<file path="src/common/music_defines.svh">
`ifndef MUSIC_DEFINES_SVH
`define MUSIC_DEFINES_SVH

// number of steps in the melody
`define MELODY_LEN 64

// clock cycles that every step is held
`define STEP_CYCLES 200

// half period of note n is TONE_HALF_BASE - n * TONE_HALF_STEP cycles
`define TONE_HALF_BASE 40
`define TONE_HALF_STEP 2

`endif

</file>
<file path="src/common/melody_pkg.sv">
`include "music_defines.svh"

package melody_pkg;

   // 0 is a rest, 1 to 15 are pitches, higher code means higher pitch
   typedef logic [3:0] note_code_t;

   localparam note_code_t NOTE_REST = 4'd0;

   typedef logic [$clog2(`MELODY_LEN)-1:0] step_index_t;

   // position and pitch of one melody step
   typedef struct packed {
      step_index_t index;
      note_code_t  note;
   } note_step_t;

endpackage

</file>
<file path="src/common/player_pkg.sv">
package player_pkg;

   import melody_pkg::*;

   typedef enum logic {
      ST_IDLE,
      ST_PLAY
   } player_state_t;

   // done is a single cycle pulse when the last step runs out
   typedef struct packed {
      logic       playing;
      logic       done;
      note_step_t current;
   } player_status_t;

endpackage

</file>
<file path="src/melody/melody_rom.sv">
`timescale 1ns/1ns

module melody_rom
   import melody_pkg::*;
(
   input  step_index_t index,
   output note_code_t  note
);

   always_comb begin
      case (index)
         6'd0  : note = 4'd9;
         6'd1  : note = 4'd9;
         6'd2  : note = 4'd4;
         6'd3  : note = 4'd9;
         6'd4  : note = 4'd8;
         6'd5  : note = 4'd7;
         6'd6  : note = 4'd6;
         6'd7  : note = 4'd7;
         6'd8  : note = 4'd10;
         6'd9  : note = 4'd10;
         6'd10 : note = 4'd10;
         6'd11 : note = 4'd10;
         6'd12 : note = 4'd10;
         6'd13 : note = 4'd10;
         6'd14 : note = 4'd4;
         6'd15 : note = 4'd14;
         // second phrase ends on a long held 8
         6'd16 : note = 4'd9;
         6'd17 : note = 4'd9;
         6'd18 : note = 4'd4;
         6'd19 : note = 4'd9;
         6'd20 : note = 4'd8;
         6'd21 : note = 4'd7;
         6'd22 : note = 4'd6;
         6'd23 : note = 4'd7;
         6'd24 : note = 4'd8;
         6'd25 : note = 4'd8;
         6'd26 : note = 4'd8;
         6'd27 : note = 4'd8;
         6'd28 : note = 4'd8;
         6'd29 : note = 4'd8;
         6'd30 : note = 4'd8;
         6'd31 : note = 4'd8;
         6'd32 : note = 4'd9;
         6'd33 : note = 4'd9;
         6'd34 : note = 4'd4;
         6'd35 : note = 4'd9;
         6'd36 : note = 4'd8;
         6'd37 : note = 4'd7;
         6'd38 : note = 4'd6;
         6'd39 : note = 4'd7;
         6'd40 : note = 4'd12;
         6'd41 : note = 4'd12;
         6'd42 : note = 4'd12;
         6'd43 : note = 4'd12;
         6'd44 : note = 4'd12;
         6'd45 : note = 4'd12;
         6'd46 : note = 4'd11;
         6'd47 : note = 4'd10;
         // closing phrase
         6'd48 : note = 4'd9;
         6'd49 : note = 4'd9;
         6'd50 : note = 4'd8;
         6'd51 : note = 4'd7;
         6'd52 : note = 4'd5;
         6'd53 : note = 4'd5;
         6'd54 : note = 4'd6;
         6'd55 : note = 4'd6;
         6'd56 : note = 4'd7;
         6'd57 : note = 4'd7;
         6'd58 : note = 4'd7;
         6'd59 : note = 4'd7;
         6'd60 : note = 4'd14;
         6'd61 : note = 4'd14;
         6'd62 : note = 4'd14;
         6'd63 : note = 4'd14;
         default : note = NOTE_REST;
      endcase
   end

endmodule

</file>
<file path="src/melody/melody_sequencer.sv">
`timescale 1ns/1ns
`include "music_defines.svh"

module melody_sequencer
   import melody_pkg::*;
   import player_pkg::*;
(
   input  logic           clk,
   input  logic           arst_n,
   input  logic           start,
   input  logic           stop,
   input  logic           step_end,
   input  note_code_t     rom_note,
   output step_index_t    rom_index,
   output logic           timer_run,
   output logic           timer_restart,
   output player_status_t status
);

   localparam step_index_t LAST_STEP = step_index_t'(`MELODY_LEN - 1);

   player_state_t state;
   note_step_t    cur;
   logic          done;

   // the ROM is addressed with the step that gets loaded at the next edge,
   // so index and note move together
   always_comb begin
      if (start) begin
         rom_index = '0;
      end else begin
         rom_index = step_index_t'(cur.index + 1'b1);
      end
   end

   always_ff @(posedge clk or negedge arst_n) begin
      if (!arst_n) begin
         state     <= ST_IDLE;
         cur.index <= '0;
         cur.note  <= NOTE_REST;
         done      <= 1'b0;
      end else begin
         done <= 1'b0;
         // start has priority over stop and restarts from step 0 in any state
         if (start) begin
            state     <= ST_PLAY;
            cur.index <= '0;
            cur.note  <= rom_note;
         end else if (stop) begin
            state     <= ST_IDLE;
            cur.index <= '0;
            cur.note  <= NOTE_REST;
         end else begin
            case (state)
               ST_PLAY: begin
                  if (step_end) begin
                     if (cur.index == LAST_STEP) begin
                        state     <= ST_IDLE;
                        cur.index <= '0;
                        cur.note  <= NOTE_REST;
                        done      <= 1'b1;
                     end else begin
                        cur.index <= rom_index;
                        cur.note  <= rom_note;
                     end
                  end
               end
               default: begin
                  state <= ST_IDLE;
               end
            endcase
         end
      end
   end

   assign timer_run      = (state == ST_PLAY);
   assign timer_restart  = start;

   assign status.playing = (state == ST_PLAY);
   assign status.done    = done;
   assign status.current = cur;

endmodule

</file>
<file path="src/step_timer.sv">
`timescale 1ns/1ns
`include "music_defines.svh"

module step_timer (
   input  logic clk,
   input  logic arst_n,
   input  logic run,
   input  logic restart,
   output logic step_end
);

   localparam int CNT_W = $clog2(`STEP_CYCLES);
   localparam logic [CNT_W-1:0] LAST = CNT_W'(`STEP_CYCLES - 1);

   logic [CNT_W-1:0] count;

   // holding the count at zero while halted keeps the first step full length
   always_ff @(posedge clk or negedge arst_n) begin
      if (!arst_n) begin
         count <= '0;
      end else if (restart || !run) begin
         count <= '0;
      end else if (count == LAST) begin
         count <= '0;
      end else begin
         count <= count + 1'b1;
      end
   end

   assign step_end = run && (count == LAST);

endmodule

</file>
<file path="src/tone_generator.sv">
`timescale 1ns/1ns
`include "music_defines.svh"

module tone_generator
   import melody_pkg::*;
(
   input  logic       clk,
   input  logic       arst_n,
   input  note_code_t note,
   output logic       tone
);

   localparam int CNT_W = $clog2(`TONE_HALF_BASE + 1);

   logic [CNT_W-1:0] half_period;
   logic [CNT_W-1:0] cnt;
   note_code_t       last_note;
   logic             tone_q;
   logic             note_changed;

   always_comb begin
      half_period = CNT_W'(`TONE_HALF_BASE - `TONE_HALF_STEP * int'(note));
   end

   assign note_changed = (note != last_note);

   always_ff @(posedge clk or negedge arst_n) begin
      if (!arst_n) begin
         last_note <= NOTE_REST;
         cnt       <= '0;
         tone_q    <= 1'b0;
      end else if (note_changed) begin
         last_note <= note;
         tone_q    <= 1'b0;
         // the change cycle itself is already the first low cycle
         cnt       <= half_period - 2'd2;
      end else if (note == NOTE_REST) begin
         tone_q <= 1'b0;
         cnt    <= '0;
      end else if (cnt == '0) begin
         tone_q <= ~tone_q;
         cnt    <= half_period - 1'b1;
      end else begin
         cnt <= cnt - 1'b1;
      end
   end

   // tone drops in the very cycle a new note shows up
   assign tone = tone_q && !note_changed;

endmodule

</file>
<file path="src/music_box_top.sv">
`timescale 1ns/1ns

module music_box_top
   import melody_pkg::*;
   import player_pkg::*;
(
   input  logic           clk,
   input  logic           arst_n,
   input  logic           start,
   input  logic           stop,
   output player_status_t status,
   output logic           tone
);

   step_index_t rom_index;
   note_code_t  rom_note;
   logic        timer_run;
   logic        timer_restart;
   logic        step_end;

   melody_sequencer i_melody_sequencer (
      .clk           (clk),
      .arst_n        (arst_n),
      .start         (start),
      .stop          (stop),
      .step_end      (step_end),
      .rom_note      (rom_note),
      .rom_index     (rom_index),
      .timer_run     (timer_run),
      .timer_restart (timer_restart),
      .status        (status)
   );

   melody_rom i_melody_rom (
      .index (rom_index),
      .note  (rom_note)
   );

   step_timer i_step_timer (
      .clk      (clk),
      .arst_n   (arst_n),
      .run      (timer_run),
      .restart  (timer_restart),
      .step_end (step_end)
   );

   tone_generator i_tone_generator (
      .clk    (clk),
      .arst_n (arst_n),
      .note   (status.current.note),
      .tone   (tone)
   );

endmodule

</file>
<file path="config.mk">
export PLATFORM = sky130hd
export DESIGN_NAME = music_box_top
export DESIGN_NICKNAME = d
export VERILOG_FILES = /design/src/common/melody_pkg.sv /design/src/common/player_pkg.sv /design/src/melody/melody_rom.sv /design/src/melody/melody_sequencer.sv /design/src/step_timer.sv /design/src/tone_generator.sv /design/src/music_box_top.sv
export VERILOG_INCLUDE_DIRS = /design/src /design/src/common
export SDC_FILE = /design/constraint.sdc
export NUM_CORES = 1
export LEC_CHECK = 0
export BUFFER_PORTS_ARGS = -buffer_cell sky130_fd_sc_hd__buf_4
export CAP_MARGIN = 40
export CORE_UTILIZATION = 50
export CTS_BUF_LIST = sky130_fd_sc_hd__clkbuf_8
export DETAILED_ROUTE_END_ITERATION = 7
export PLACE_DENSITY = 0.66
export SETUP_SLACK_MARGIN = 0.5
export SYNTH_ARGS = -nofsm -noshare
export SYNTH_HDL_FRONTEND = slang
export SYNTH_HIERARCHICAL = 1
export SYNTH_SLANG_ARGS = --single-unit
</file>
<file path="constraint.sdc">
create_clock -name clk -period 4.48 [get_ports clk]
set_input_delay 0.448 -clock clk [delete_from_list [all_inputs] [get_ports clk]]
set_output_delay 0.448 -clock clk [all_outputs]
set_load 0.01 [all_outputs]
</file>
==> key figures <==
Global routing
  • Tot GR Track Use: 20.5%
  • Vias in the first global route: 1,517
  • Largest net degree at the start of global routing: 32
  • First-pass GRT wire length: 6860 µm
  • Initial antenna violation count: 0
  • Gr ovfl total: 0

Setup path
  • CP Capture Type: flop
  • Worst r2r dst: i_melody_sequencer/status[2]
  • R2R depth: 8
  • Crit path kind: reg2reg
  • Maximum fanout along the worst path: 9
  • Data arrival, critical path: 2.82 ns
  • WP data required: 4.62 ns
  • Startpoint types: flop
  • Max incr delay on CP: between 0.5 and 0.6 ns
  • CP Cell Sequence: nand4_2, or3_2, a21oi_1, a211o_1, nand2_1, a221o_1, a32oi_1, o21ai_0
  • Slowest stage cell, crit path: a21oi_1
  • Worst reg-to-reg setup slack: 1.80 ns
  • Worst R2R Start: i_melody_sequencer/status[6]

STA
  • Worst Max-Slew Pin Slew: 0.892 ns
  • Setup TNS: 0 ns
  • Hold Slack: between 0.08 and 0.09 ns
  • Relative slew slack: 40.3%
  • Endpoints failing setup: 0
  • Minimum clock period after layout: 2.68 ns
  • Fmax: 373 MHz
  • Final hold vios: 0
  • Fin Clk Skew: around 0.0056 ns
  • RSZ-0062 raised after global routing: false
  • Fin. max-slew vios: 0
  • Crit share post-route: 59.8%

Clocking
  • Clk slew on worst S/H paths: 0.07 ns
  • # hold bufs at CTS: 0
  • Max clock buf depth: 2
  • Clk sink count: 31
  • CTS tree: built
  • Post-CTS setup buffers: 0
  • H-tree levels: 2
  • Clk_lat worst skew: between 0.2 and 0.3 ns
  • Root Driver: clkbuf_8
  • CTS resizes: 0
  • Num CTS Buffers: 5

Power and ir drop
  • Seq pwr share: 48.6%
  • Pint: about 480 µW
  • Switching Share: 26.2%
  • P_leak: about 0.00092 µW
  • Clk pwr share: 36.7%
  • Logic pwr share: 14.7%
  • Psw: around 170 µW
  • Worst vdd ir: 0.215 mV
  • Power Density: 286 nW/µm²

Floorplanning
  • Die Area: about 4400 µm²
  • Rows: 23
  • Die X: 66.7 µm
  • Core area: 4000 µm²
  • Initial Utilization: between 50% and 60%
  • IO Count: 17
  • Die Ht: 66.7 µm

Outcome
  • Status: finished clean

Cells and area
  • Nets: between 200 and 250
  • Layout cells sized above 1: 16.2%
  • Layout area overhead: 8.07%
  • Fill cell count: ~380
  • Final antenna diode count: 0

Worst hold path
  • HP Class: in2async

Placed design
  • GP Congestion: 0.769
  • # port buffers: 16
  • Detailed Place HPWL: between 2000 and 3000 µm

Logic synthesis
  • Synth warn: 6
  • Netlist cell types: 58
  • Register bit total from synthesis: 31
  • Asr flop ratio synth: 100%
  • Post-synth EDFFs: 0
  • Ys flop type: dfrtp_1
  • Post-synth design cell area: 2090 µm²
  • Syn nets: 238
  • Syn Inst Count: 228
  • Area contributors post-synth: dfrtp_1 (37%), xor2_1 (5.0%), nand2_1 (3.9%), ha_1 (3.6%), o21ai_0 (3.1%)
  • Cell taking the most area after synthesis: dfrtp_1
  • Syn Area/Cell: slightly above 9 µm²
  • Share of the synthesized area in the top cell type: 37.1%
  • Post-synthesis sequential area ratio: 37.1%

Routing
  • Routed Antenna Nets: 0
  • Routed WL: 3920 µm
  • Total number of vias: 1,614
  • DR pass1 iterations: 5
  • Initial detailed-routing violation count: 68
  • Post-route DRC: 0
  • Number of vias per cell: around 5.7
  • Drt wl/cell: 13.7 µm

Flow run
  • Maxcap violations: 0
logic make-up after synthesis:
group | share of synthesized area, %
AOI/OAI and AO/OA | 20.7
xor gates and xnor gates | 7.11
adders and majority gates | 4.06
buffers and inverters | 8.13
DFF | 37.1
muxes | 0.478
and+or+nand+nor | 22.4
synthesized netlist by cell type, drive strengths merged (4+ instances only):
master,count
buf,11
nand2,22
dfrtp,31
nand2b,6
or3,8
a32oi,4
ha,6
nor3,4
nor2,13
o22ai,6
nor4,4
xnor2,5
inv,15
a21oi,12
nand3,9
o21ai,13
xor2,12
clkbuf,6
layout make-up:
type / instances / area, µm² / share of cell area [%]
clock buffers: 7 / 96.3 / 4.26
clock inverters: 1 / 3.75 / 0.166
inverters: 15 / 56.3 / 2.49
multi-input cells: 165 / 1150 / 50.7
flip-flops and latches: 31 / 776 / 34.3
well taps: 50 / 62.6 / 2.77
repair buffers: 16 / 120 / 5.31
cell usage in the layout, fill, tap and decap left out, types with 2 or more instances in the layout:
master and n:
o22ai_1 6, nor2b_1 2, dfrtp_1 31, nand3_2 2, o21ai_0 13, a32oi_1 4
o21a_1 2, a211oi_1 2, nor2_1 13, buf_4 16, inv_1 16, nor3_1 4
nand2b_1 5, a21oi_1 11, nand4_2 2, nand3_1 7, and2_1 3, o211ai_1 2
nor4_1 3, xor2_1 12, xnor2_1 5, clkbuf_8 7, o32ai_1 2, or4_1 2
nand2_1 22, ha_1 6, or3_1 7
per-stage QoR:
step                setup slack, ns  utilization, %  instance area [µm²]  instances  power, µW
floorplan                      2.29               -                 2090        228        392
global placement               1.87            54.1                 2160        277        415
global route                   1.51            56.6                 2260        285        684
detailed placement             1.83            54.1                 2160        277        417
finish                         1.80            56.6                 2260        285        648
CTS                            1.81            56.6                 2260        285        656
power groups by stage:
stage | logic (µW) | clock network (µW) | registers, µW
final | 95.2 | 238 | 315
after global routing | 110 | 257 | 317
after CTS | 97.3 | 243 | 315
after detailed placement | 96.5 | 0 | 320
after global placement | 95.2 | 0 | 320
after floorplan | 76.5 | 0 | 316
registers in the layout (all words and copies together) (netlist names):
signal,count
i_melody_sequencer/status,10
i_step_timer/count,8
i_tone_generator/cnt,6
i_tone_generator/last_note,4
i_melody_sequencer/done,1
i_melody_sequencer/timer_run,1
i_tone_generator/tone_q,1
routing by layer:
layer	track usage [%]	vias up	part of all wire, %	wire (µm)
met1	25.9	768	46	1810
met2	33.7	20	50	1960
met5	0	-	0	0
met3	5.82	5	3.0	117
li1	-	821	-	-
met4	5.85	0	0.92	36
worst max-delay path by stage:
stage                                  from  slack (ns)                           end
2_1_floorplan  i_melody_sequencer/status[6]        2.29  i_melody_sequencer/status[2]
3_3_place_gp   i_melody_sequencer/status[6]        1.87  i_melody_sequencer/status[2]
3_5_place_dp   i_melody_sequencer/status[4]        1.83  i_melody_sequencer/status[2]
4_1_cts        i_melody_sequencer/status[6]        1.81  i_melody_sequencer/status[2]
5_1_grt        i_melody_sequencer/status[7]        1.51  i_melody_sequencer/status[3]
6_report       i_melody_sequencer/status[6]        1.80  i_melody_sequencer/status[2]
worst max-delay path, delay by kind of cell (launching register included):
family	cells	cell delay [ns]
simple gates	3	0.65
flops	1	0.48
compound gates	5	1.40
No activity file was read; power rests on OpenSTA's default activity.
